--- config.mk ---
export PLATFORM = sky130hd
export DESIGN_NAME = vdp_read_port
export DESIGN_NICKNAME = d
export VERILOG_FILES = /design/src/vdp_pkg.sv /design/src/vdp_read_port.sv
export SDC_FILE = /design/constraint.sdc
export NUM_CORES = 1
export LEC_CHECK = 0
export BUFFER_PORTS_ARGS = -buffer_cell sky130_fd_sc_hd__buf_2
export CAP_MARGIN = 25
export CORE_AREA = 2 2 39 41
export CTS_CLUSTER_DIAMETER = 120
export DETAILED_ROUTE_END_ITERATION = 6
export DIE_AREA = 0 0 41 43
export GPL_TIMING_DRIVEN = 1
export PLACE_DENSITY = 0.61
export SYNTH_ARGS = -nofsm -noshare
export SYNTH_HDL_FRONTEND = slang
export SYNTH_SLANG_ARGS = --single-unit
--- constraint.sdc ---
create_clock -name clk -period 0.8 [get_ports clk]
set_input_delay 0.04 -clock clk [delete_from_list [all_inputs] [get_ports clk]]
set_output_delay 0.04 -clock clk [all_outputs]
set_load 0.1 [all_outputs]
--- src/vdp_pkg.sv ---
package vdp_pkg;

  // --------------------
  // Bus and memory sizes
  // --------------------
  localparam int DATA_W     = 8;
  localparam int VRAM_AW    = 14;
  localparam int VRAM_DEPTH = 16384;  // 16 KB, 1 << VRAM_AW

  localparam logic [DATA_W-1:0] CTRL_PORT_ADDR = 8'hBF;  // Everything else is data port

  // Mode registers
  localparam int REG_COUNT = 10;
  localparam int REG_IDX_W = 4;

  // --------------------
  // Command encoding
  // --------------------
  // Top two bits of the second command byte
  typedef enum logic [1:0] {
    OP_VRAM_READ  = 2'd0,
    OP_VRAM_WRITE = 2'd1,
    OP_REG_WRITE  = 2'd2,
    OP_CRAM_WRITE = 2'd3
  } vdp_op_e;

  // One decoded bus access, valid for two cycles
  typedef struct packed {
    logic rd;
    logic wr;
    logic ctrl;  // 1 = control port
    logic go;
  } bus_acc_t;

  typedef struct packed {
    logic               we;
    logic [VRAM_AW-1:0] addr;
    logic [DATA_W-1:0]  wdata;
  } vram_req_t;

  typedef logic [REG_COUNT-1:0][DATA_W-1:0] reg_array_t;

  // FSM states, kept here so waveforms show names
  typedef enum logic [2:0] {
    DEC_IDLE,
    DEC_RD0,
    DEC_RD1,
    DEC_WR0,
    DEC_WR1
  } dec_state_e;

  typedef enum logic [3:0] {
    CMD_LOAD_LO,
    CMD_LOAD_HI,
    CMD_HI_WAIT,
    CMD_DECODE,
    CMD_REG_WRITE,
    CMD_READ_DATA,
    CMD_WRITE_DATA,
    CMD_CRAM_DATA
  } cmd_state_e;

endpackage

--- src/vdp_read_port.sv ---
`timescale 1ns/1ps

module vdp_read_port import vdp_pkg::*; (
  input  logic              clk,
  input  logic              rst_L,
  input  bus_acc_t          acc,
  input  logic              buf_load,
  input  logic              read_mode,
  input  logic [DATA_W-1:0] rdata,
  output logic [DATA_W-1:0] data_out,
  output logic              data_oe
);

  logic [DATA_W-1:0] rd_buf;  // Next byte for the CPU

  // --------------------
  // Read buffer
  // --------------------
  always_ff @(posedge clk, negedge rst_L) begin
    if (!rst_L) begin
      rd_buf <= '0;
    end else if (buf_load) begin
      rd_buf <= rdata;
    end
  end

  // Only data-port reads in read mode are answered
  assign data_oe  = acc.rd && !acc.ctrl && read_mode;
  assign data_out = rd_buf;

  // Enable covers both strobe cycles and never a control access
  oe_data_port: assert property (@(posedge clk) disable iff (!rst_L)
    $rose(data_oe) |-> !acc.ctrl ##1 (data_oe && !acc.ctrl));

endmodule

# Word-level counts from Yosys, hierarchy flattened
# Index checks and enable logic that the tools add are counted.
[word_totals]
reg_bits = 8
in_bits = 16
out_inout_bits = 9
elab_cells = 4
[classes]
reduce_logical = 3
[op_table]
columns = ["operator", "n"]
rows = [
  ["logical AND 1 bit", 2],
  ["zero test 1 bit", 1],
]

# Depth between registers and ports, before layout
[depth]
word_depth = 3
depth_mapped = 2
depth_no_buf = 1

# Worst setup path after synthesis
# OpenSTA, ideal clock, no wires.
[synth_timing]
kind = "register -> register"
start = "reg, netlist name data_out[0]"
end = "reg rd_buf[0] (netlist: data_out[0])"
setup_ns = 0.126
arrival_time_ns = 1.132
t_required_ns = 0.674
path_slack_ns = -0.458
stages_incl_launch_ff = 2
n_path_buf = 0
synth_period_minus_slack_ns = 1.258
cell_sequence = "dfrtp_1 > mux2_4"
[synth_lines]
columns = ["element", "line", "source"]
rows = [
  ["end signal: assignment", "vdp_read_port.sv:23", "rd_buf <= rdata;"],
  ["end: declaration", "vdp_read_port.sv:14", "logic [DATA_W-1:0] rd_buf;"],
]

# Worst setup path after layout
[layout_timing]
start = "reg rd_buf[7] (netlist: data_out[7])"
end = "out data_out[7]"
[layout_lines]
columns = ["element", "line", "source"]
rows = [
  ["end: declaration", "vdp_read_port.sv:10", "output logic [DATA_W-1:0] data_out,"],
]
# No word-level cell between the ends.

==> reports/results.ini <==
[run_status]
outcome = complete, but fails checks
violations = negative setup slack

[placed_design]
placed_area_um2 = 671
place_congestion = 0.646
io_buffers = 22
dp.cells = 61

[sta]
slew_violations = 0
period_share_pct = 130
fin_setup_tns_ns = -2.25
hold_viol = 0
min_period_ns = 1.04
finalHoldWorstSlack_ns = 0.0222
finalSetupViolations = 16
relSlewSlack_pct = 82.5
layout_setup_ws_ns = -0.238
clock_skew_ns = 0
rsz0062_at_grt = true
worst_pin_slew_ns = 0.263
fmax_mhz = 963

[synthesis]
synth_cell_types = 4
syn_avg_cell_area_um2 = 18.9
netlist_top_cells_area = dfrtp_1, mux2_4, buf_6
synth.cell_area_um2 = 340
synth_top_area_share_pct = 58.8
yosys_warnings = 0
yosysTopAreaCell = dfrtp_1
synthesis.nets = 34
yosysSeqAreaShare_pct = 58.8
synth-seq-cells = 8
syn_inst = 18

[pwr]
p_per_area_mw_per_mm2 = 2050
leakagePower_nw = 0.353
peakVddDrop_mv = 1.04
total_power_w = 0.00151

[layout]
seqCellArea_um2 = 230
final_cells = 66
largest_register_ffs = 8
fillCellCount = 117
layout_common_cells = buf_2, buf_12, mux2_4, dfrtp_4, buf_6
final_common_cell = buf_2
drive_gt1_share_pct = 98.0
multi_input_area_um2 = 130
num_antenna_cells = 0
nets = 68
area_growth_pct = 117
final_area_um2 = 737

[setup_path]
start_kind = flip-flop
worst-path-max-fanout = 2
worstPathArrival_ns = 1.00
critPathKind = flip-flop to primary output
cp-end-kind = primary output
r2r_cells = 2
required_ns = 0.76

[hold_path]
holdCritPathClass = input pin to flip-flop
hold_depth = 2

[run]
maxCapViolCount = 0

[clock_tree]
cts_tree = done
cts_buffers = 3
cts_root_buffer = clkbuf_4
clock_path_buffers = 2
h-tree-depth = 1
clock-sinks = 8
path_clk_slew_ns = 0.05
insertion_delay_ns = 0.24

[floorplan]
start_util_pct = 24.6
ios = 25
fp.dieH_um = 43
rows = 14
die_x_um = 41
die_area_mm2 = 0.00176
core_area_mm2 = 0.00138

[global_routing]
grt.overflow.total = 0
grt_max_degree = 9
met3_usage_pct = 9.42
use_met1_pct = 11.3
grtUsageMet2_pct = 14.1
grt.total_usage_pct = 10.2
globalRoute.busiestLayer = met2
antenna_found_initial = 0
grt_pass1_vias = 261
grt_pass1_wl_um = 1100

[drt]
dr.pass1.iters = 2
drt_wl_total_um = 671
dr_total_vias = 267
drc = 0
wl_per_cell_um = 10.2
vias_per_cell = 4.05
drt_iter0_markers = 1
ant_nets = 0

==> per-stage QoR <==
stage	setup WS, ns	util [%]
floorplan	-0.227	-
global placement	-0.0586	48.5
detailed placement	-0.0608	48.5
CTS	-0.254	52.4
global route	-0.265	53.3
finish	-0.238	53.3
==> area by class of cell <==
cell class	instances	area share [%]
clock buffer	3	3.06
multi-input combinational	9	17.7
sequential	8	31.2
tap	16	2.72
timing repair buffer	30	45.3
==> cell usage after synthesis (all sizes together) <==
library cell / count
and3b: 1
buf: 1
dfrtp: 8
mux2: 8
==> critical path: stages (launching register included) <==
cell and delay [ns]:
dfrtp_4 0.47, buf_6 0.12, buf_12 0.15
==> where the power goes <==
part	switching, W	internal [W]
combinational	0.000400	0.000316
clock	0.000117	0.000170
sequential	0.0000343	0.000473
total	0.000551	0.000959
==> path summary, 6_finish.rpt <==
check / from / end / slack [ns]
setup / recovery: data_out[7]$_DFFE_PN0P_ / data_out[7] / -0.24
hold / removal: rdata[7] / data_out[7]$_DFFE_PN0P_ / 0.02
setup reg to reg: data_out[4]$_DFFE_PN0P_ / data_out[4]$_DFFE_PN0P_ / -0.16
hold reg to reg: data_out[6]$_DFFE_PN0P_ / data_out[6]$_DFFE_PN0P_ / 0.57
max in group asynchronous: rst_L / data_out[1]$_DFFE_PN0P_ / 0.45
min in group asynchronous: rst_L / data_out[7]$_DFFE_PN0P_ / 0.16
==> kinds of logic (layout without fill, tap and decap cells) <==
group | count (synthesis) | count (layout) | share of synthesized area [%]
buf+inv | 1 | 33 | 3.31
simple gates | 1 | 1 | 2.57
flops | 8 | 8 | 58.8
mux | 8 | 8 | 35.3
==> per-layer routing <==
layer | vias up | routed length, µm
li1 | 126 | -
met1 | 128 | 244
met2 | 13 | 349
met3 | 0 | 77
met4 | 0 | 0
met5 | - | 0
==> what timing repair did <==
item	CTS	global route
setup endpoints to repair	16	16
hold endpoints to repair	8	0
pin swaps	0	0
hold buffers	1	0
setup buffers	0	1
resized for setup	6	1
No activity file was read; power rests on OpenSTA's default activity.
