## src/vdp_pkg.sv

```systemverilog
package vdp_pkg;

  // --------------------
  // Bus and memory sizes
  // --------------------
  localparam int DATA_W     = 8;
  localparam int VRAM_AW    = 14;
  localparam int VRAM_DEPTH = 16384;  // 16 KB, 1 << VRAM_AW

  localparam logic [DATA_W-1:0] CTRL_PORT_ADDR = 8'hBF;  // Everything else is data port

  // Mode registers
  localparam int REG_COUNT = 10;
  localparam int REG_IDX_W = 4;

  // --------------------
  // Command encoding
  // --------------------
  // Top two bits of the second command byte
  typedef enum logic [1:0] {
    OP_VRAM_READ  = 2'd0,
    OP_VRAM_WRITE = 2'd1,
    OP_REG_WRITE  = 2'd2,
    OP_CRAM_WRITE = 2'd3
  } vdp_op_e;

  // One decoded bus access, valid for two cycles
  typedef struct packed {
    logic rd;
    logic wr;
    logic ctrl;  // 1 = control port
    logic go;
  } bus_acc_t;

  typedef struct packed {
    logic               we;
    logic [VRAM_AW-1:0] addr;
    logic [DATA_W-1:0]  wdata;
  } vram_req_t;

  typedef logic [REG_COUNT-1:0][DATA_W-1:0] reg_array_t;

  // FSM states, kept here so waveforms show names
  typedef enum logic [2:0] {
    DEC_IDLE,
    DEC_RD0,
    DEC_RD1,
    DEC_WR0,
    DEC_WR1
  } dec_state_e;

  typedef enum logic [3:0] {
    CMD_LOAD_LO,
    CMD_LOAD_HI,
    CMD_HI_WAIT,
    CMD_DECODE,
    CMD_REG_WRITE,
    CMD_READ_DATA,
    CMD_WRITE_DATA,
    CMD_CRAM_DATA
  } cmd_state_e;

endpackage

```

## src/vdp_reg_file.sv

```systemverilog
`timescale 1ns/1ps

module vdp_reg_file import vdp_pkg::*; (
  input  logic                 clk,
  input  logic                 rst_L,
  input  logic                 reg_we,
  input  logic [REG_IDX_W-1:0] reg_idx,
  input  logic [DATA_W-1:0]    reg_wdata,
  output reg_array_t           regs
);

  logic idx_ok;

  // Indexes 10..15 are not implemented
  assign idx_ok = reg_idx < REG_IDX_W'(REG_COUNT);

  always_ff @(posedge clk, negedge rst_L) begin
    if (!rst_L) begin
      regs <= '0;
    end else if (reg_we && idx_ok) begin
      regs[reg_idx] <= reg_wdata;
    end
  end

endmodule

```

## config.mk

```make
export PLATFORM = sky130hd
export DESIGN_NAME = vdp_reg_file
export DESIGN_NICKNAME = d
export VERILOG_FILES = /design/src/vdp_pkg.sv /design/src/vdp_reg_file.sv
export SDC_FILE = /design/constraint.sdc
export NUM_CORES = 1
export LEC_CHECK = 0
export ABC_AREA = 1
export BUFFER_PORTS_ARGS = -buffer_cell sky130_fd_sc_hd__buf_4
export CORE_ASPECT_RATIO = 0.8
export CORE_MARGIN = 8
export CORE_UTILIZATION = 45
export DETAILED_ROUTE_END_ITERATION = 10
export PLACE_DENSITY = 0.7
export SYNTH_ARGS = -nofsm -noshare
export SYNTH_HDL_FRONTEND = slang
export SYNTH_SLANG_ARGS = --single-unit
```

## constraint.sdc

```tcl
create_clock -name clk -period 1.75 [get_ports clk]
set_input_delay 0 -clock clk [delete_from_list [all_inputs] [get_ports clk]]
set_output_delay 0 -clock clk [all_outputs]
set_load 0.01 [all_outputs]
```

Word-level counts from Yosys, hierarchy flattened --
Index checks and enable logic that the tools add are counted.
Word-level totals: bits of input ports 15, register bits after elaboration 80, logic and storage cells 18, output and inout bits 80
Operators by class: order comparisons 3, reduce and logical (&&, ||, !) cells 2, multiplexer cells 3
Operators by type and width (count):
- bitwise mux 80 bit | 1
- demux 8 bit (select 4 bit) | 1
- 2-to-1 mux 8 bit | 1
- < comparator 4 x 5 -> 1 bit, second input constant | 1
- greater-or-equal comparator 4 x 1 -> 1 bit, second input constant | 1
- < comparator 4 bit, second input constant | 1
- logical AND 1 bit | 2

Depth between registers and ports, before layout --
depth in word-level cells 5, mapped depth 6, depth with buffers taken out 6

Worst setup path after synthesis --
OpenSTA, ideal clock, no wires.
path kind in2reg, start input port reg_idx[3], end register regs[32] (netlist bit), slack 0.833 ns, arrival time 0.799 ns, path buffers 0, stages 6, data required time 1.632 ns, library setup time 0.118 ns, path through inv_1 > nand2_1 > nor2_2 > nand3_1 > nand2_1 > nand2_1
On the way: longest elaborated chain between the ends 5, elaborated cells on any way between the ends 8, those cells by class order compare: 3; mux: 3; reduce/logical: 2
RTL lines:
- start: declaration | RTL line vdp_reg_file.sv:7 | input logic [REG_IDX_W-1:0] reg_idx,
- < comparator 4 x 5 -> 1 bit (implied by the code) or greater-or-equal comparator 4 x 1 -> 1 bit (tied branches) | RTL line vdp_reg_file.sv:21 | regs[reg_idx] <= reg_wdata;
- logical AND 1 bit (implied by the code) | RTL line vdp_reg_file.sv:21
- 2-to-1 mux 8 bit (implied by the code) | RTL line vdp_reg_file.sv:21
- demux 8 bit (select 4 bit) | RTL line vdp_reg_file.sv:21
- bitwise mux 80 bit | RTL line vdp_reg_file.sv:21
- end signal: indexed assignment | RTL line vdp_reg_file.sv:21
- end: declaration | RTL line vdp_reg_file.sv:9 | output reg_array_t regs
Several ways; a longest one is shown, not always the timed one. A chain may end at the register's enable or synchronous reset.

Worst setup path in the final report --
start input port reg_idx[2], end register regs[17] (netlist bit)
Same word-level chain as after synthesis.

==> impl_metrics.yaml <==
worst_setup_path:
  worstPathArrival_ns: 1.23
  crit_path_max_fanout: 9
  crit_required_ns: 1.99
  start_kind: "primary input"
  critPathKind: "in2reg"
  cp-end-kind: "flop"
synth:
  syn_inst: 379
  yosysSeqAreaShare_pct: 58.8
  synth-xor-area-share_pct: 0
  syn_area_per_cell_um2: 8.99
  synthSimpleGateAreaFrac_pct: 36.4
  synth_nets: 394
  ys_ff_latch: 80
  yosys-top-cells-area: "dfrtp_1 59%, nand2_1 18%, nand4_1 15%, nor2_2 1.8%, buf_4 1.8%"
  synth_top_family_by_area: "simple AND/OR/NAND/NOR gates"
  synth_compound_area_share_pct: 0.257
  syn-cell-area_mm2: 0.00341
  yosysWarnings: 0
  yosysTopAreaCell: "dfrtp_1"
  yosysUniqueCellTypes: 12
  muxShareOfSynthArea_pct: 0
  yosysTopAreaCellShare_pct: 58.8
  synth_fa_ha_area_share_pct: 0
cts:
  clk_latency_ns: 0.35
  cts_root_buf: "clkbuf_8"
  cts_buffer_depth: 2
  cts_buffers: 9
  path_clk_slew_ns: 0.08
  cts_resized: 0
  htreeDepth: 3
  cts_sinks: 80
  cts_tree: "yes"
drt:
  via_per_inst: 5.60
  dr.pass1.iters: 4
  vias: 3185
  wire_per_inst_um: 17.8
  drc_errors: 0
  drtIter0Drc: 199
  routed_wirelength_um: 10100
  ant_nets: 0
placement:
  place_ws_ns: 0.416
  hpwlAfterDp_um: 6630
  gp_congestion: 0.810
  portBuffers: 94
  dp.cells: 546
cells_and_area:
  fin_util_pct: 61.2
  instances_no_fill: 569
  layout_common_cells: "167 x nand2_1, 101 x buf_4, 80 x nand4_1, 80 x dfrtp_1, 11 x clkbuf_8"
  largest_reg_flops: 80
  n_antenna_cell: 0
  top_regs: "regs: 80 flops"
  largest-register: "regs"
  final_common_cell: "nand2_1"
  nNetsFinal: 490
  syn2layout_area_growth_pct: 32.2
  drive_gt1_share_pct: 26.9
pwr:
  cellLeakagePower_nw: 2.43
  power_w: 0.00543
  irDropWorstVdd_v: 0.000616
  p_per_area_mw_per_mm2: 1210
sta:
  period_needed_ns: 0.988
  relSlewSlack_pct: 64.1
  finalHoldViolCount: 0
  period_share_pct: 56.5
  tightest_slew_ns: 0.539
  setup_violations: 0
  fmax_mhz: 1010
  drv_slew: 0
  skew_ns: 0
  tns_ns: 0
  rsz0062_at_grt: "false"
  setup_slack_ns: 0.762
global_route:
  grt_start_max_net_pins: 54
  grt_overflow_total: 0
  grt_first_pass_wirelength_um: 16600
  antenna_found_initial: 0
  grt_pass1_vias: 3151
  grtUsageTotal_pct: 19.8
status:
  outcome: "finished, final reports clean"
floorplan:
  die_h_um: 93.8
  dieArea_mm2: 0.0106
  die_x_um: 113
  ios: 95
  core_area_mm2: 0.00736
  initial_core_util_pct: 46.3
  rows: 28
job:
  maxCapViolations: 0
hold_path:
  hold_class: "in2reg"
area by class of cell:
class	count	area, um^2
Fill cell	650	2850
Sequential cell	80	2000
Multi-Input combinational cell	268	1260
Timing Repair Buffer	112	898
Clock buffer	12	155
Tap cell	90	113
Clock inverter	3	65.1
Inverter	4	15.0
through the flow:
step / instance area (um^2) / hold slack [ns]
4_1_cts: 4500 / 0.00161
3_5_place_dp: 4200 / 0.00249
2_1_floorplan: 3410 / -0.296
6_report: 4500 / 0.00992
5_1_grt: 4500 / 0.0137
3_3_place_gp: 4200 / -0.00288
critical path, cell delays in order:
cell	delay [ns]
buf_4	0.13
inv_1	0.06
nand2_1	0.14
nor2_2	0.35
nand3_1	0.33
nand2_1	0.15
nand2_1	0.06
path summary, 6_finish.rpt:
| path | slack (ns) | startpoint | cells after the start | end |
|---|---|---|---|---|
| worst max-delay path | 0.76 | reg_idx[2] | 7 | regs[17]$_DFFE_PN0P_ |
| worst min-delay path | 0.01 | reg_wdata[2] | 3 | regs[50]$_DFFE_PN0P_ |
| worst max register to register | 1.09 | regs[29]$_DFFE_PN0P_ | 2 | regs[29]$_DFFE_PN0P_ |
| worst min register to register | 0.47 | regs[61]$_DFFE_PN0P_ | 2 | regs[61]$_DFFE_PN0P_ |
| max in group asynchronous | 1.00 | rst_L | 3 | regs[18]$_DFFE_PN0P_ |
| min in group asynchronous | 0.16 | rst_L | 2 | regs[61]$_DFFE_PN0P_ |
cells by family (layout without fill, tap and decap cells):
group                  Yosys count  count (layout)
AOI/OAI and AO/OA                1               1
buffers and inverters           31             131
DFF                             80              80
and+or+nand+nor                267             267
synth_stat cells:
cell type  instances
buf_1             11
inv_1              4
o21ai_2            1
nand2_1          167
buf_6              1
buf_2              2
buf_4              8
nand4_1           80
dfrtp_1           80
clkbuf_1           5
nor2_2            10
nand3_1           10
layer usage:
layer	up-vias	GRT usage, %	part of all wire [%]
met1	1562	26.9	45
li1	1484	-	-
met4	0	4.65	0.98
met5	-	0	0
met2	127	29.4	45
met3	12	7.26	9.4
power by group:
group          switching (W)  total [W]  internal, W  leakage (nW)
logic               0.000743    0.00142     0.000672          1.29
registers           0.000256    0.00249      0.00224          1.03
clock network       0.000648    0.00152     0.000872         0.112
total                0.00165    0.00543      0.00378          2.43
timing repair:
| item | in CTS | in global routing |
|---|---|---|
| hold buffers | 8 | 0 |
| setup buffers | 0 | 0 |
| endpoints found under the hold margin | 63 | 0 |
(Power assumes the default switching activity.)
