$ cat src/vdp_pkg.sv
package vdp_pkg;

  // --------------------
  // Bus and memory sizes
  // --------------------
  localparam int DATA_W     = 8;
  localparam int VRAM_AW    = 14;
  localparam int VRAM_DEPTH = 16384;  // 16 KB, 1 << VRAM_AW

  localparam logic [DATA_W-1:0] CTRL_PORT_ADDR = 8'hBF;  // Everything else is data port

  // Mode registers
  localparam int REG_COUNT = 10;
  localparam int REG_IDX_W = 4;

  // --------------------
  // Command encoding
  // --------------------
  // Top two bits of the second command byte
  typedef enum logic [1:0] {
    OP_VRAM_READ  = 2'd0,
    OP_VRAM_WRITE = 2'd1,
    OP_REG_WRITE  = 2'd2,
    OP_CRAM_WRITE = 2'd3
  } vdp_op_e;

  // One decoded bus access, valid for two cycles
  typedef struct packed {
    logic rd;
    logic wr;
    logic ctrl;  // 1 = control port
    logic go;
  } bus_acc_t;

  typedef struct packed {
    logic               we;
    logic [VRAM_AW-1:0] addr;
    logic [DATA_W-1:0]  wdata;
  } vram_req_t;

  typedef logic [REG_COUNT-1:0][DATA_W-1:0] reg_array_t;

  // FSM states, kept here so waveforms show names
  typedef enum logic [2:0] {
    DEC_IDLE,
    DEC_RD0,
    DEC_RD1,
    DEC_WR0,
    DEC_WR1
  } dec_state_e;

  typedef enum logic [3:0] {
    CMD_LOAD_LO,
    CMD_LOAD_HI,
    CMD_HI_WAIT,
    CMD_DECODE,
    CMD_REG_WRITE,
    CMD_READ_DATA,
    CMD_WRITE_DATA,
    CMD_CRAM_DATA
  } cmd_state_e;

endpackage

$ cat src/vdp_port_decoder.sv
`timescale 1ns/1ps

module vdp_port_decoder import vdp_pkg::*; (
  input  logic              clk,
  input  logic              rst_L,
  input  logic [DATA_W-1:0] addr,
  input  logic              iorq_L,
  input  logic              rd_L,
  input  logic              wr_L,
  output bus_acc_t          acc
);

  dec_state_e state, state_n;
  logic       ctrl_q;   // Port select captured at detection
  logic       wr_req;
  logic       rd_req;

  assign wr_req = !iorq_L && !wr_L;
  assign rd_req = !iorq_L && !rd_L;

  // --------------------
  // Strobe FSM
  // --------------------
  always_comb begin
    state_n = state;
    case (state)
      DEC_IDLE: begin
        if (wr_req) state_n = DEC_WR0;  // Write wins if both are low
        else if (rd_req) state_n = DEC_RD0;
      end
      DEC_RD0: state_n = DEC_RD1;
      DEC_WR0: state_n = DEC_WR1;
      default: state_n = DEC_IDLE;    // RD1, WR1 always drop back to idle
    endcase
  end

  always_ff @(posedge clk, negedge rst_L) begin
    if (!rst_L) begin
      state  <= DEC_IDLE;
      ctrl_q <= 1'b0;
    end else begin
      state <= state_n;
      if (state == DEC_IDLE && (wr_req || rd_req))
        ctrl_q <= (addr == CTRL_PORT_ADDR);
    end
  end

  assign acc.rd   = (state == DEC_RD0) || (state == DEC_RD1);
  assign acc.wr   = (state == DEC_WR0) || (state == DEC_WR1);
  assign acc.ctrl = ctrl_q;
  assign acc.go   = acc.rd || acc.wr;

  rd_wr_excl: assert property (@(posedge clk) disable iff (!rst_L)
    !(acc.rd && acc.wr));

  // Every access is exactly two cycles wide with a gap behind it
  two_cycle_strobe: assert property (@(posedge clk) disable iff (!rst_L)
    $rose(acc.go) |=> acc.go ##1 !acc.go);

endmodule

$ cat config.mk
export PLATFORM = sky130hd
export DESIGN_NAME = vdp_port_decoder
export DESIGN_NICKNAME = d
export VERILOG_FILES = /design/src/vdp_pkg.sv /design/src/vdp_port_decoder.sv
export SDC_FILE = /design/constraint.sdc
export NUM_CORES = 1
export LEC_CHECK = 0
export BUFFER_PORTS_ARGS = -buffer_cell sky130_fd_sc_hd__buf_2
export CORE_AREA = 2 2 39 41
export CTS_CLUSTER_SIZE = 16
export DETAILED_ROUTE_END_ITERATION = 10
export DIE_AREA = 0 0 41 43
export HOLD_SLACK_MARGIN = 0.12
export SLEW_MARGIN = 5
export SYNTH_ARGS = -nofsm -noshare
export SYNTH_HDL_FRONTEND = slang
export SYNTH_SLANG_ARGS = --single-unit
$ cat constraint.sdc
create_clock -name clk -period 2 [get_ports clk]
set_input_delay 0.4 -clock clk [delete_from_list [all_inputs] [get_ports clk]]
set_output_delay 0.4 -clock clk [all_outputs]
set_load 0.005 [all_outputs]
==> After elaboration in Yosys (flattened, before gate mapping) <==
Cells that the tools add are included.
{ "word_totals": {"out_inout_bits": 4, "n_memories": 0, "mem_bits_rw": 0, "romBits": 0, "ff_bits": 4, "wordCells": 22, "latch_bits": 0} }
{ "op_classes": {"order_cmp": 0, "n_reduce_logical": 11, "shifts": 0, "mux": 3, "n_addsub": 0, "eq_ne": 6, "multipliers": 0, "bitwise": 0, "div": 0} }
{ "ops": {"columns": ["op", "n"], "rows": [
  ["one-hot mux 3 bit (3 select lines)", 1],
  ["equality test 8 bit, second input constant", 1],
  ["equality test 3 x 2 -> 1 bit, second input constant", 2],
  ["2-to-1 mux 3 bit", 2],
  ["logical OR 1 bit", 4],
  ["equality test 3 x 1 -> 1 bit, second input constant", 1],
  ["equality test 3 bit, second input constant", 1],
  ["logical AND 1 bit", 3],
  ["logical NOT 1 bit", 3],
  ["logical NOT 3 bit", 1],
  ["!= test 3 bit, second input constant", 1]
]} }

==> Depth between registers and ports, before layout <==
Gate-level depths: netlist (run 1).
{ "depth": {"ltp_word": 5, "mapped_depth": 3, "ltp_nobuf": 3} }

==> Worst setup path after synthesis (run 1) <==
OpenSTA, ideal clock, no wires.
{ "synth_timing": {"path_type": "flip-flop to flip-flop", "startpoint": "reg state[0]", "endpoint": "reg ctrl_q", "path_stages_with_launch": 4, "t_arrival_ps": 1374, "synth_period_minus_slack_ps": 1502, "required_ps": 1872, "slack_ps": 498, "cell_sequence": "dfrtp_1 > or4_1 > a21oi_2 > mux2_1"} }
{ "synth_between": {"elab_chain_cells": 2} }
{ "synth_lines": {"columns": ["element", "line", "source"], "rows": [
  ["start, declared", "vdp_port_decoder.sv:13", "dec_state_e state, state_n;"],
  ["start signal, assigned", "vdp_port_decoder.sv:42", "state <= state_n;"],
  ["logical NOT 3 bit", "vdp_port_decoder.sv:43", "if (state == DEC_IDLE && (wr_req || rd_req))"],
  ["logical AND 1 bit", "vdp_port_decoder.sv:43", null],
  ["end signal, assigned", "vdp_port_decoder.sv:44", "ctrl_q <= (addr == CTRL_PORT_ADDR);"],
  ["end, declared", "vdp_port_decoder.sv:14", "logic ctrl_q;"]
]} }
No other way between the ends.
A chain may end at the register's enable or synchronous reset.

==> Worst setup path in the final report (run 1) <==
Ends and elaborated chain as after synthesis.

==> results.yml, run 1 <==
timing:
  maxSlewHeadroom_pct: 87.2
  fmax_ghz: 0.645
  whs_ps: 358
  final.setup.tns_ps: 0
  fin_crit_ps: 1550
  hold_viol: 0
  rsz0062_at_grt: "no"
  drv_slew: 0
  worst_pin_slew_ps: 191
  period_share_pct: 77.5
  skew_ps: 1.62
  fin_ws_ps: 450
  finalSetupViolations: 0
placement:
  place_congestion: 0.581
  post-dp-hpwl_um: 377
  dp_worst_setup_slack_ps: 438
  dpl-instance-area_sq_um: 299
  portBuffers: 16
power_and_ir_drop:
  power.leakage_uw: 0.000179
  netSwitchingPower_uw: 67.7
  p_comb_share_pct: 25.1
  totalPowerFinal_uw: 264
  pwr-share-seq_pct: 38.5
  power_density_nw_per_um2: 797
  p_int_uw: 196
  clkPwrFrac_pct: 36.4
  p_sw_share_pct: 25.6
  ir_worst_vdd_mv: 0.138
run:
  cap_violations: 0
floorplan:
  pin_count: 17
  num_rows: 14
  fp.dieArea_sq_um: 1760
  die_y_um: 43
  die_x_um: 41
  start_util_pct: 14.9
  core_area_sq_um: 1380
run_status:
  outcome: "completed"
clock_tree:
  cts-htree-levels: 1
  clock_latency_ps: 230
  cts-root-buf: "clkbuf_4"
  cts_hold_buffers: 1
  numClockSinks: 4
  cts_resized: 0
  cts_max_path_buffers: 2
  cts_tree: "yes"
  clk_pin_slew_ps: 40
  cts_inserted_buffers: 3
  cts_setup_buffers: 0
critical_path:
  startpoint_type: "flip-flop"
  crit_required_ps: 2110
  crit_type: "reg -> reg"
  cp.arrival_ps: 1660
  reg2regPathDepth: 3
  cp_max_fo: 5
  end_kind: "flip-flop"
route:
  vias: 213
  routed_wl_um: 454
  drc: 0
  dr.pass1.iters: 1
  via_per_inst: 3.80
  drtAntennaViolNets: 0
  dr.first_iter.drc_count: 0
  wl_per_cell_um: 8.11
logic_synthesis:
  ys_seq_area_share_pct: 48.5
  synth_area_leaders: "dfrtp_1 48%, nor2_1 11%, xnor2_1 8.5%"
  synth_top_family_by_area: "simple AND/OR/NAND/NOR gates"
  synth.distinct_cells: 12
  synthCells: 21
  syn_area_sq_um: 206
  yosys.area.top_type_share_pct: 48.5
  synth_area_per_cell_sq_um: 9.83
  synth_seq_cells: 4
  yosysWarnings: 0
  synth_top_area_cell: "dfrtp_1"
  synth_compound_area_share_pct: 7.88
  synth_nets: 34
  synthXorXnorAreaFrac_pct: 8.48
  synth.area.mux_share_pct: 5.45
  synthSimpleGateAreaFrac_pct: 26.1
  synth_fa_ha_area_share_pct: 0
global_route:
  grt_pass1_wl_um: 717
  grt_max_degree: 7
  antenna_found_initial: 0
  overflow: 0
  grt_use_total_pct: 7.04
  grt_pass1_vias: 220
  busiest_layer: "met2"
  use_met2_pct: 10.9
  use_met1_pct: 3.56
  use_met3_pct: 6.28
cells_and_area:
  drive_gt1_share_pct: 50.0
  finalInstanceArea_sq_um: 332
  finalNetCount: 55
  ff_latch_area_sq_um: 100
  antennaDiodeCount: 0
  fill_cells: 155
  syn2layout_area_growth_pct: 60.6
  multi_input_area_sq_um: 98.8
hold_path:
  min_path_cells: 2
  hp-class: "in -> reg"
## power groups by stage
stage                     Sequential, uW  Combinational (uW)  Clock [uW]
after floorplan                      101                35.7           0
after global placement               102                66.2           0
after detailed placement             103                66.3           0
after CTS                            102                67.8         102
after global routing                 103                77.7         110
final                                102                66.2        96.1
## cell usage after synthesis, drive strengths merged
master	count
buf	1
nand4b	1
nor3	1
nand2	1
a21o	1
nand4	1
a21oi	1
xnor2	2
nor2	6
or4	1
dfrtp	4
mux2	1
## per-stage QoR
step / instances / utilization [%]
final: 56 / 24.0
after detailed placement: 52 / 21.6
after floorplan: 21 / -
after global routing: 56 / 24.0
after global placement: 52 / 21.6
after CTS: 56 / 24.0
## flip-flops by register name (all words and copies together) (netlist names)
| name | count |
|---|---|
| state | 3 |
| ctrl_q | 1 |
## logic make-up (layout without fill, tap and decap cells)
kind of cell | count (synthesis) | count (layout)
mux | 1 | 1
simple gates | 11 | 11
buf+inv | 1 | 20
flops | 4 | 4
compound gates | 2 | 2
xor+xnor | 2 | 2
## cells in the final DEF, fill, tap and decap left out
cell type / n
nand4b_1: 1
a21o_1: 1
dlygate4sd3_1: 1
mux2_1: 1
nand4_1: 1
dfrtp_1: 4
buf_2: 16
a21oi_2: 1
nand2_1: 1
or4_1: 1
nor3_1: 1
xnor2_1: 2
clkbuf_4: 3
nor2_1: 6
## layer usage
metal	up-vias	routed length, um
li1	110	-
met1	97	146
met2	6	258
met3	0	49
met4	0	0
met5	-	0
## worst paths after layout
path                                from       end  slack, ps
worst max-delay path            state[0]    ctrl_q        450
worst min-delay path                rd_L  state[0]        360
worst min register to register    ctrl_q    ctrl_q        490
max in group asynchronous          rst_L  state[2]       1380
worst max register to register  state[0]    ctrl_q        450
min in group asynchronous          rst_L    ctrl_q        500
## critical path: stages (launching register included)
cell and delay [ps]:
dfrtp_1 410, or4_1 540, a21oi_2 150, mux2_1 330
## final cells by class
cell class | count | area share, %
Sequential cell | 4 | 30.2
Timing Repair Buffer | 17 | 27.2
Clock buffer | 3 | 6.79
Tap cell | 16 | 6.04
Multi-Input combinational cell | 16 | 29.8
Power figures use the tool's default switching activity.
==> run 2: changes to the inputs <==
clock period = 1.25 ns   (was 2 ns; I/O delays follow)
==> run 2 against run 1 <==
The flow now finishes with violations (setup timing). Hold slack worse by 140 ps. Highest routed layer unchanged. Cell count is 5.4% higher. Sequential power is 49% higher. Critical endpoint unchanged. Sequential cell count stayed put. Total power is 78% higher. Cell area is 15% higher.
==> results.yml, run 2 (synthesis gave the netlist of run 1 again) <==
power_and_ir_drop:
  power_density_nw_per_um2: 1240
  ir_worst_vdd_mv: 0.215
  power.leakage_uw: 0.000200
cells_and_area:
  largestRegisters: "state (3), ctrl_q (1)"
  drive_gt1_share_pct: 60.5
  final_cell_mix: "16 x buf_2, 5 x nor2_1, 4 x dfrtp_1"
  finalNetCount: 58
  antennaDiodeCount: 0
  largest_reg_flops: 3
  top_register: "state"
  final_common_cell: "buf_2"
  syn2layout_area_growth_pct: 84.2
critical_path:
  crit_required_ps: 1360
  cp_max_fo: 2
  crit_type: "reg -> reg"
  startpoint_type: "flip-flop"
  cp.arrival_ps: 1570
  end_kind: "flip-flop"
floorplan:
  fp.dieArea_sq_um: 1760
  num_rows: 14
  die_x_um: 41
  start_util_pct: 14.9
  die_y_um: 43
  pin_count: 17
  core_area_sq_um: 1380
timing:
  skew_ps: 0.680
  drv_slew: 0
  rsz0062_at_grt: "yes"
  maxSlewHeadroom_pct: 90.0
  whs_ps: 222
  hold_viol: 0
  fin_ws_ps: -210
  fmax_ghz: 0.685
  period_share_pct: 117
  finalSetupViolations: 4
  worst_pin_slew_ps: 149
  final.setup.tns_ps: -478
  fin_crit_ps: 1460
route:
  wl_per_cell_um: 7.95
  vias: 224
  dr.pass1.iters: 2
  via_per_inst: 3.80
  drtAntennaViolNets: 0
  drc: 0
  routed_wl_um: 469
  dr.first_iter.drc_count: 4
placement:
  place_congestion: 0.578
  portBuffers: 16
  post-dp-hpwl_um: 401
global_route:
  grt_pass1_wl_um: 772
  grt_use_total_pct: 7.23
  grt_pass1_vias: 217
  grt_max_degree: 6
  overflow: 0
  antenna_found_initial: 0
clock_tree:
  numClockSinks: 4
  cts-root-buf: "clkbuf_4"
  cts_tree: "yes"
  cts_inserted_buffers: 3
  cts_max_path_buffers: 2
  clk_pin_slew_ps: 40
  clock_latency_ps: 230
  cts-htree-levels: 1
hold_path:
  hp-class: "in -> reg"
run_status:
  outcome: "finished with violations"
  failed_checks: "setup timing"
run:
  cap_violations: 0
==> run 2: cell count changes in the layout (fill, tap and decap cells not counted), sizes merged <==
cell and change:
buf +3
==> run 2: area by class of cell <==
type / instances / area (sq um)
clock buffers: 3 / 22.5
fillers: 151 / 1000
well taps: 16 / 20.0
flip-flops and latches: 4 / 100
repair buffers: 20 / 116
multi-input cells: 16 / 121
==> run 2: path summary, 6_finish.rpt <==
path | cells past startpoint | from | end | slack [ps]
worst min register to register | 1 | ctrl_q | ctrl_q | 510
max in group asynchronous | 2 | rst_L | state[1] | 790
worst max-delay path | 3 | state[1] | ctrl_q | -210
min in group asynchronous | 2 | rst_L | state[0] | 350
worst min-delay path | 2 | rd_L | state[0] | 220
worst max register to register | 3 | state[1] | ctrl_q | -210
==> run 2: power breakdown <==
part | switching, uW | internal [uW] | total, uW | leakage [uW]
registers | 8.21 | 144 | 152 | 0.0000536
logic | 69.6 | 95.5 | 165 | 0.000132
clock network | 45.6 | 107 | 153 | 0.0000138
==> run 2: worst max-delay path, cell delays in order (launching register included) <==
cell and delay, ps:
dfrtp_1 370, or4_4 520, a21oi_4 140, mux2_4 310
==> run 2: per-layer routing <==
metal / GRT usage (%) / wire length [um] / part of all wire [%]
met5: 0 / 0 / 0
met4: 6.00 / 0 / 0
met3: 6.28 / 42 / 9.0
met2: 10.9 / 261 / 56
met1: 5.14 / 165 / 35
==> run 2: what timing repair did <==
| item | CTS | global route |
|---|---|---|
| cloned | 0 | 0 |
| pin swaps | 0 | 1 |
| resized for setup | 6 | 0 |
| buffers inserted | 0 | 0 |
| hold endpoints to repair | 4 | 0 |
| hold buffers | 1 | 0 |
| endpoints found under the setup margin | 4 | 4 |
==> run 2: through the flow <==
step | util (%) | total power, uW | area (sq um) | worst slack [ps] | std cells
floorplan | - | 218 | 206 | -236 | 21
global placement | 23.2 | 289 | 322 | -219 | 55
detailed placement | 23.2 | 292 | 322 | -238 | 55
CTS | 27.5 | 478 | 380 | -215 | 59
global route | 27.5 | 511 | 380 | -246 | 59
finish | 27.5 | 470 | 380 | -210 | 59
