===== config.mk =====
export PLATFORM = sky130hd
export DESIGN_NAME = vdp_cmd_ctrl
export DESIGN_NICKNAME = d
export VERILOG_FILES = /design/src/vdp_pkg.sv /design/src/vdp_cmd_ctrl.sv
export SDC_FILE = /design/constraint.sdc
export NUM_CORES = 1
export LEC_CHECK = 0
export ABC_AREA = 1
export BUFFER_PORTS_ARGS = -buffer_cell sky130_fd_sc_hd__buf_2
export CAP_MARGIN = 10
export CORE_AREA = 2 2 87 89
export CTS_BUF_LIST = sky130_fd_sc_hd__clkbuf_4
export CTS_CLUSTER_DIAMETER = 40
export CTS_CLUSTER_SIZE = 10
export DETAILED_ROUTE_END_ITERATION = 10
export DIE_AREA = 0 0 89 91
export HOLD_SLACK_MARGIN = 0.08
export PLACE_DENSITY = 0.45
export SLEW_MARGIN = 10
export SYNTH_ARGS = -nofsm -noshare
export SYNTH_HDL_FRONTEND = slang
export SYNTH_SLANG_ARGS = --single-unit

===== constraint.sdc =====
create_clock -name clk -period 3.45 [get_ports clk]
set_input_delay 0.1725 -clock clk [delete_from_list [all_inputs] [get_ports clk]]
set_output_delay 0.1725 -clock clk [all_outputs]
set_load 0.03 [all_outputs]

===== src/vdp_pkg.sv =====
package vdp_pkg;

  // --------------------
  // Bus and memory sizes
  // --------------------
  localparam int DATA_W     = 8;
  localparam int VRAM_AW    = 14;
  localparam int VRAM_DEPTH = 16384;  // 16 KB, 1 << VRAM_AW

  localparam logic [DATA_W-1:0] CTRL_PORT_ADDR = 8'hBF;  // Everything else is data port

  // Mode registers
  localparam int REG_COUNT = 10;
  localparam int REG_IDX_W = 4;

  // --------------------
  // Command encoding
  // --------------------
  // Top two bits of the second command byte
  typedef enum logic [1:0] {
    OP_VRAM_READ  = 2'd0,
    OP_VRAM_WRITE = 2'd1,
    OP_REG_WRITE  = 2'd2,
    OP_CRAM_WRITE = 2'd3
  } vdp_op_e;

  // One decoded bus access, valid for two cycles
  typedef struct packed {
    logic rd;
    logic wr;
    logic ctrl;  // 1 = control port
    logic go;
  } bus_acc_t;

  typedef struct packed {
    logic               we;
    logic [VRAM_AW-1:0] addr;
    logic [DATA_W-1:0]  wdata;
  } vram_req_t;

  typedef logic [REG_COUNT-1:0][DATA_W-1:0] reg_array_t;

  // FSM states, kept here so waveforms show names
  typedef enum logic [2:0] {
    DEC_IDLE,
    DEC_RD0,
    DEC_RD1,
    DEC_WR0,
    DEC_WR1
  } dec_state_e;

  typedef enum logic [3:0] {
    CMD_LOAD_LO,
    CMD_LOAD_HI,
    CMD_HI_WAIT,
    CMD_DECODE,
    CMD_REG_WRITE,
    CMD_READ_DATA,
    CMD_WRITE_DATA,
    CMD_CRAM_DATA
  } cmd_state_e;

endpackage


===== src/vdp_cmd_ctrl.sv =====
`timescale 1ns/1ps

module vdp_cmd_ctrl import vdp_pkg::*; (
  input  logic                 clk,
  input  logic                 rst_L,
  input  bus_acc_t             acc,
  input  logic [DATA_W-1:0]    data_in,
  output vram_req_t            vram_req,
  output logic                 buf_load,
  output logic                 read_mode,
  output logic                 reg_we,
  output logic [REG_IDX_W-1:0] reg_idx,
  output logic [DATA_W-1:0]    reg_wdata
);

  cmd_state_e         state, state_n;
  vdp_op_e            op;
  logic [DATA_W-1:0]  cmd_lo;
  logic [DATA_W-1:0]  cmd_hi;
  logic [DATA_W-1:0]  wdata_q;
  logic [VRAM_AW-1:0] addr_q;
  logic               go_q;
  logic               acc_first;   // First strobe cycle
  logic               acc_end;     // Cycle right after the strobe
  logic               ctrl_wr, data_wr, data_rd;
  logic               in_data;
  logic               data_pend;
  logic               data_step;
  logic               rd_chg;
  logic               chg_q;

  assign op        = vdp_op_e'(cmd_hi[7:6]);
  assign acc_first = acc.go && !go_q;
  assign acc_end   = go_q && !acc.go;
  assign ctrl_wr   = acc_first && acc.wr && acc.ctrl;
  assign data_wr   = acc_first && acc.wr && !acc.ctrl;
  assign data_rd   = acc_first && acc.rd && !acc.ctrl;
  assign in_data   = (state == CMD_READ_DATA) || (state == CMD_WRITE_DATA) ||
                     (state == CMD_CRAM_DATA);
  assign data_step = acc_end && data_pend;

  // --------------------
  // Command FSM
  // --------------------
  always_comb begin
    state_n = state;
    case (state)
      CMD_LOAD_LO: if (ctrl_wr) state_n = CMD_LOAD_HI;
      CMD_LOAD_HI: if (ctrl_wr) state_n = CMD_HI_WAIT;
      CMD_HI_WAIT: state_n = CMD_DECODE;  // Second strobe cycle of the high byte
      CMD_DECODE: begin
        case (op)
          OP_VRAM_READ:  state_n = CMD_READ_DATA;
          OP_VRAM_WRITE: state_n = CMD_WRITE_DATA;
          OP_REG_WRITE:  state_n = CMD_REG_WRITE;
          default:       state_n = CMD_CRAM_DATA;
        endcase
      end
      CMD_REG_WRITE: state_n = CMD_LOAD_LO;
      CMD_READ_DATA, CMD_WRITE_DATA, CMD_CRAM_DATA: begin
        if (ctrl_wr) state_n = CMD_LOAD_HI;  // New command, this byte is its low half
      end
      default: state_n = CMD_LOAD_LO;
    endcase
  end

  always_ff @(posedge clk, negedge rst_L) begin
    if (!rst_L) begin
      state     <= CMD_LOAD_LO;
      go_q      <= 1'b0;
      data_pend <= 1'b0;
      addr_q    <= '0;
      chg_q     <= 1'b0;
      buf_load  <= 1'b0;
    end else begin
      state <= state_n;
      go_q  <= acc.go;
      if (acc_end) data_pend <= 1'b0;
      else if (in_data && (state == CMD_READ_DATA ? data_rd : data_wr))
        data_pend <= 1'b1;
      // Address loads from the command or steps after a data access
      if (state == CMD_DECODE) addr_q <= {cmd_hi[VRAM_AW-DATA_W-1:0], cmd_lo};
      else if (data_step) addr_q <= addr_q + 1'b1;  // Wraps at 16383
      chg_q    <= rd_chg;
      buf_load <= chg_q;   // VRAM output is valid one cycle after the address
    end
  end

  // Command bytes and write data
  always_ff @(posedge clk) begin
    if (ctrl_wr && (state == CMD_LOAD_LO || in_data)) cmd_lo <= data_in;
    if (ctrl_wr && state == CMD_LOAD_HI) cmd_hi <= data_in;
    if (data_wr) wdata_q <= data_in;
  end

  assign rd_chg = (state == CMD_DECODE && op == OP_VRAM_READ) ||
                  (state == CMD_READ_DATA && data_step);

  assign vram_req.we    = data_step && (state == CMD_WRITE_DATA);
  assign vram_req.addr  = addr_q;
  assign vram_req.wdata = wdata_q;

  assign read_mode = (state == CMD_READ_DATA);
  assign reg_we    = (state == CMD_REG_WRITE);
  assign reg_idx   = cmd_hi[REG_IDX_W-1:0];
  assign reg_wdata = cmd_lo;  // CRAM data bytes never reach anything

  we_in_write_phase: assert property (@(posedge clk) disable iff (!rst_L)
    vram_req.we |-> state == CMD_WRITE_DATA && !acc.go && $past(acc.wr));

  reg_we_pulse: assert property (@(posedge clk) disable iff (!rst_L)
    reg_we |=> !reg_we);

endmodule


---- Yosys cells after proc, flatten, opt, wreduce, memory -nomap -nowiden ----
Cells that the tools add are included.
word-level totals
  bits of input ports ..................... 14
  flip-flop bits (word level) ............. 46
  output and inout port bits .............. 38
  word-level logic and storage cells ...... 57
cells by class
  reduce and logical (&&, ||, !) cells .... 27
  add/sub/neg operators ................... 1
  eq/ne operators ......................... 11
  muxes and demuxes ....................... 9
operator list
  operator                                        number
  2-to-1 mux 14 bit                               2
  == test 4 x 3 -> 1 bit (second input constant)  4
  one-hot mux 4 bit (4 select lines)              1
  adder 14 x 1 -> 14 bit (second input constant)  1
  logical AND 1 bit                               14
  == test 4 x 2 -> 1 bit (second input constant)  2
  2-to-1 mux 4 bit                                2
  one-hot mux 2 bit (3 select lines)              1
  == test 4 x 1 -> 1 bit (second input constant)  1
  zero test 4 bit                                 1
  logical OR 1 bit                                4
  nonzero test 2 bit                              2
  OR reduction 4 bit                              1
  zero test 1 bit                                 3
  2-to-1 mux 1 bit                                3
  == test 2 x 1 -> 1 bit (second input constant)  1
  == test 2 bit (second input constant)           1
  zero test 2 bit                                 1
  != test 2 x 1 -> 1 bit (second input constant)  1
  != test 2 bit (second input constant)           1
  AND reduction 2 bit                             1

---- Logic depth before layout (Yosys ltp) ----
Gate-level depths: netlist of the first run.
  depth after elaboration ................. 8
  depth in mapped cells ................... 8
  mapped depth without buffers ............ 8

---- Least setup slack after synthesis of the first run ----
No wires, ideal clock.
  path type ............................... register to register
  start point ............................. register addr_q[0]
  end point ............................... register addr_q[10]
  buffers on the path ..................... 0
  data required time ...................... 3.319 ns
  arrival ................................. 1.370 ns
  slack ................................... 1.950 ns
  stages on the path, launching flop included .. 7
  clock period less this slack ............ 1.500 ns
  library setup time ...................... 0.131 ns
  path through ............................ dfrtp_1 > ha_1 > nand3_1 > nor2_1 > nand3_1 > nand3_1 > o211ai_1
on the way
  cells in the longest elaborated chain, start to end .. 3
RTL lines
  element                 line                RTL
  start, declared         vdp_cmd_ctrl.sv:21  logic [VRAM_AW-1:0] addr_q;
  start signal, assigned  vdp_cmd_ctrl.sv:82  if (state == CMD_DECODE) addr_q <= {cmd_hi[VRAM_AW-DATA_W-1:0], cmd_lo};
  start signal, assigned  vdp_cmd_ctrl.sv:83  else if (data_step) addr_q <= addr_q + 1'b1;
  adder 14 x 1 -> 14 bit  vdp_cmd_ctrl.sv:83
  2-to-1 mux 14 bit       vdp_cmd_ctrl.sv:83
  2-to-1 mux 14 bit       vdp_cmd_ctrl.sv:82
Every way passes these cells. The select of a mux whose other input is x is not followed.
A chain may end at the register's enable or synchronous reset.

==> results.toml, run 1 <==
[timing]
setup_ws_ns = 1.63
finalCritPeriodShare_pct = 52.8
rsz0062_at_grt = "no"
max_freq_mhz = 549
hold_viol_final = 0
min_period_ns = 1.82
slew_viol_final = 0
slew_headroom_pct = 52.7
setup_viol = 0
fin_setup_tns_ns = 0
clock_skew_ns = 0.00604
worst_slew_pin_slew_ns = 0.707
holdWs_ns = 0.180

[clock_network]
clock_sinks = 45
cts_buffers = 5
ctsHoldBuffers = 10
cts_resized = 0
root_buffer = "clkbuf_4"
post_cts_buffers = 0
tritoncts = "done"
cts_htree_levels = 2
clockBufferDepth = 2
clk_latency_ns = 0.36
path_clk_slew_ns = 0.14

[synth]
syn_area_per_cell_um2 = 9.31
yosysTopAreaCellShare_pct = 34.3
syn_area_um2 = 2100
synth.net_count = 244
synth_flop_cell = "edfxtp_1"
synth_cell_type_count = 24
yosysWarnings = 0
yosysMostFrequentCell = "nand2_1"
synth_area_leaders = "edfxtp_1, dfrtp_1, nand2_1, nand3_1, nor2_1"
ys_ff_latch = 45
seq_area_frac_synth_pct = 59.3
synth_edf_count = 24
synth.largest_area_cell = "edfxtp_1"
yosys-top-cells-count = "nand2_1, nor2_1, nand3_1"
synthCells = 226
async_flop_share_pct = 46.7

[final_layout]
syn2layout_area_growth_pct = 23.0
stdcell_count = 388
layout-drive-gt1-share_pct = 22.2
num-fill-cells = 748
nets = 305
fin_area_um2 = 2590
final_util_pct = 36.3

[global_route]
grt_use_met3_pct = 3.27
grt_pass1_vias = 1690
grt-busiest-layer = "met2"
antenna_found_initial = 1
track_usage_pct = 13.7
grt.met2_usage_pct = 20.6
use_met1_pct = 19.2
gr-total-overflow = 0
grt_pass1_wl_mm = 8.50
grt_max_degree = 22

[routing]
finalWirelength_mm = 5.10
avgViaCountPerCell = 4.43
drc = 0
drtIter0Drc = 81
antenna_left = 0
wl_per_cell_um = 13.1
num_vias = 1720
drtPass1Iterations = 4

[critical_path]
start_kind = "primary input"
cp.arrival_ns = 1.65
path_class = "primary input to output port"
crit_path_frequent_cell = "buf_2"
cp_cell_sequence = "dlygate4sd3_1 > buf_2 > inv_1 > nand3_1 > nor3_1 > buf_2"
crit_path_end_kind = "output port"
critical_path_buf_inv_count = 4
critPathMaxFanout = 8
cpPeakStageDelay_ns = 0.53
required_ns = 3.28
cp_top_family = "buffers and inverters"
crit_slowest_cell = "dlygate4sd3_1"
ff2ff_setup_slack_ns = 1.69

[placement]
portBuffers = 51
place_area_um2 = 2420
globalplace.congestion = 0.750
dp.cells = 369
hpwl_mm = 3.80
place_ws_ns = 1.67

[floorplan]
die_h_um = 91
initial_utilization_pct = 29.5
row_count = 31
num_io_pins = 52
die_area_um2 = 8100
die_width_um = 89
fp.coreArea_um2 = 7140

[pwr]
leakage_nw = 1.20
pwr_density_cell_nw_per_um2 = 707
vdd_drop_max_v = 0.000257
power_mw = 1.83

[status]
status = "finished, final reports clean"

[min_path]
min_path_type = "primary input to flip-flop"

[flow_run]
cap_violations = 0
==> report_power, final <==
group	internal [mW]	switching [mW]	leakage [nW]
clock network	0.0878	0.180	0.0279
registers	0.673	0.132	0.479
logic	0.231	0.525	0.698
total	0.992	0.837	1.20
==> logic make-up (layout without fill, tap and decap cells) <==
logic type                 after synthesis  in the layout  synth area share (%)
AOI/OAI and AO/OA                       23             23                  6.19
adders and majority gates                4              4                  2.38
buffers and inverters                   31             93                  7.02
DFF                                     45             45                  59.3
other                                    0              1                     0
and+or+nand+nor                        123            123                  25.2
==> per-layer routing <==
metal  vias up  routed length [um]
met2        42                2280
li1        877                   -
met1       796                2500
met4         0                  81
met5         -                   0
met3         5                 235
==> flip-flops by register name, indices dropped and copies added (netlist names) <==
register,count
data_pend,1
addr_q,14
wdata_q,8
cmd_hi,8
buf_load,1
go_q,1
reg_wdata,8
state,3
chg_q,1
==> worst register-to-register path, stage by stage (launching register included) <==
cell	delay, ns
dfrtp_1	0.49
inv_1	0.14
nor2_1	0.17
nor2_1	0.09
nor2_1	0.53
==> worst paths after layout <==
kind / from / endpoint / depth (start not counted)
worst max-delay path: acc[0] / vram_req[22] / 6
worst min-delay path: acc[1] / data_pend / 4
worst max register to register: state[2] / reg_wdata[3] / 4
worst min register to register: chg_q / buf_load / 0
max in group asynchronous: rst_L / addr_q[10] / 2
min in group asynchronous: rst_L / state[1] / 2
==> final cells by class <==
cell class	count	area (um2)	area share, %
clock buffers	6	45.0	1.74
well taps	99	124	4.79
flip-flops and latches	45	1250	48.2
clock inverters	2	15.0	0.580
multi-input cells	150	709	27.4
diodes	1	2.50	0.0967
inverters	24	90.1	3.48
repair buffers	61	355	13.7
==> layout by cell type (no fill, tap or decap), drive strengths merged <==
| cell type | n |
|---|---|
| a21o | 1 |
| a21oi | 3 |
| a31oi | 1 |
| buf | 51 |
| clkbuf | 6 |
| clkinvlp | 2 |
| dfrtp | 21 |
| diode | 1 |
| dlygate4sd3 | 10 |
| edfxtp | 24 |
| ha | 4 |
| inv | 24 |
| nand2 | 57 |
| nand3 | 25 |
| nand4 | 7 |
| nor2 | 30 |
| nor3 | 3 |
| nor4 | 1 |
| o211a | 1 |
| o211ai | 2 |
| o21ai | 14 |
| o22ai | 1 |
Note: power is estimated with default switching activity, not from simulation.
==> run 2: changes to the inputs <==
- PLACE_DENSITY: 0.45 -> 0.47
- clock period: 3.45 -> 1.5 ns (I/O delays scaled with it)
==> run 2 against run 1 <==
Against the previous run: total power rose by 150%; register-to-register slack got worse by 1.6 ns; sequential share of layout area fell by 2.5 points; critical path depth fell by 2; clock skew rose by 0.0035 ns; utilization rose by 2.1 points; via count rose by 1.0%; sequential power rose by 130%.
==> results.toml, run 2 (same netlist as run 1, synthesis figures left out) <==
[global_route]
grt_pass1_vias = 1749
track_usage_pct = 13.6
grt_max_degree = 22
gr-total-overflow = 0
grt_pass1_wl_mm = 8.46
antenna_found_initial = 0

[floorplan]
fp.coreArea_um2 = 7140
die_h_um = 91
row_count = 31
initial_utilization_pct = 29.5
die_width_um = 89
num_io_pins = 52
die_area_um2 = 8100

[final_layout]
regMostFlops = "addr_q"
final_common_cell = "nand2_1"
n_antenna_cell = 0
num-fill-cells = 772
stdcell_count = 397
largest_reg_flops = 14
syn2layout_area_growth_pct = 30.0
nets = 315
layout-drive-gt1-share_pct = 27.9
final_cell_mix = "nand2_1, buf_2, nor2_1, edfxtp_1, nand3_1"

[pwr]
p_int_mw = 2.57
vdd_drop_max_v = 0.000659
power_switching_mw = 1.98
pwr_density_cell_nw_per_um2 = 1660
p_clk_share_pct = 17.2
swShare_pct = 43.5
pwr-share-comb_pct = 41.7
leakage_nw = 1.27
p_seq_share_pct = 41.2

[routing]
drc = 0
finalWirelength_mm = 5.15
avgViaCountPerCell = 4.38
drtIter0Drc = 100
drtPass1Iterations = 4
wl_per_cell_um = 13.0
antenna_left = 0
num_vias = 1738

[timing]
finalCritPeriodShare_pct = 93.6
min_period_ns = 1.40
setup_viol = 0
max_freq_mhz = 712
holdWs_ns = 0.118
hold_viol_final = 0
fin_setup_tns_ns = 0
rsz0062_at_grt = "no"
worst_slew_pin_slew_ns = 0.528
clock_skew_ns = 0.00951
slew_viol_final = 0
slew_headroom_pct = 64.8

[placement]
portBuffers = 51
globalplace.congestion = 0.792
hpwl_mm = 3.84
dp.cells = 378

[clock_network]
cts_buffers = 5
cts_htree_levels = 2
clockBufferDepth = 2
clock_sinks = 45
tritoncts = "done"
path_clk_slew_ns = 0.14
post_cts_buffers = 0
root_buffer = "clkbuf_4"
clk_latency_ns = 0.36

[critical_path]
crit_slowest_cell = "dfrtp_2"
cp_cell_sequence = "inv_1 > nand2_1 > nor3_2 > buf_4"
cp.arrival_ns = 1.33
path_class = "flip-flop to output port"
required_ns = 1.42
critPathMaxFanout = 6
cpPeakStageDelay_ns = 0.47
crit_path_end_kind = "output port"
start_kind = "flip-flop"

[flow_run]
cap_violations = 0

[min_path]
min_path_type = "primary input to flip-flop"

[status]
status = "finished, final reports clean"
-- run 2: cell types whose count changed in the layout (fill, tap and decap cells not counted), sizes merged --
cell / delta
bufinv: +1
clkbuf: +1
dlygate4sd3: +1
diode: -1
clkinvlp: -2
buf: +8
clkinv: +1
-- run 2: area by class of cell --
type                            instances  area (um2)  share of cell area, %
Clock buffer                            6        45.0                   1.65
Clock inverter                          2        38.8                   1.42
Inverter                               24        90.1                   3.29
Multi-Input combinational cell        150         737                   26.9
Sequential cell                        45        1250                   45.7
Tap cell                               99         124                   4.53
Timing Repair Buffer                   71         450                   16.5
-- run 2: worst max-delay path, delay by kind of cell (launching register included) --
kind	cells	cell delay (ns)
DFF	1	0.47
buffers and inverters	2	0.26
and+or+nand+nor	2	0.25
-- run 2: final timing paths --
| check | cells after the start | to | slack (ns) | from |
|---|---|---|---|---|
| hold reg to reg | 0 | buf_load | 0.37 | chg_q |
| setup reg to reg | 5 | reg_wdata[1] | 0.11 | state[2] |
| max in group asynchronous | 2 | addr_q[0] | 0.91 | rst_L |
| min in group asynchronous | 2 | state[1] | 0.20 | rst_L |
| setup / recovery | 4 | vram_req[22] | 0.1 | state[0] |
| hold / removal | 5 | data_pend | 0.12 | acc[3] |
-- run 2: what timing repair did --
action | 4_1_cts | 5_1_grt
gates resized for setup | 2 | 10
hold endpoints to repair | 47 | 0
hold buffers | 11 | 0
setup endpoints to repair | 1 | 5
-- run 2: power groups by stage --
stage	sequential (mW)	combinational [mW]	clock, mW
floorplan	2.18	0.958	0
global placement	1.88	1.86	0
detailed placement	1.89	1.85	0
CTS	1.87	1.88	0.812
global route	1.94	2.11	0.865
finish	1.87	1.90	0.781
-- run 2: layer usage --
layer,vias to the layer above,wire (um),GRT usage [%]
li1,895,-,-
met1,790,2480,19.1
met2,47,2360,20.9
met3,6,245,3.18
met4,0,73,4.10
met5,-,0,0
-- run 2: stage by stage --
stage	power [mW]	cell area, um2	setup WS (ns)	util [%]
after global routing	4.91	2740	0.00359	38.3
final	4.55	2740	0.0958	38.3
after CTS	4.56	2710	0.00710	37.9
after detailed placement	3.74	2510	0.0770	35.1
after floorplan	3.14	2100	0.00568	-
after global placement	3.74	2510	0.136	35.1
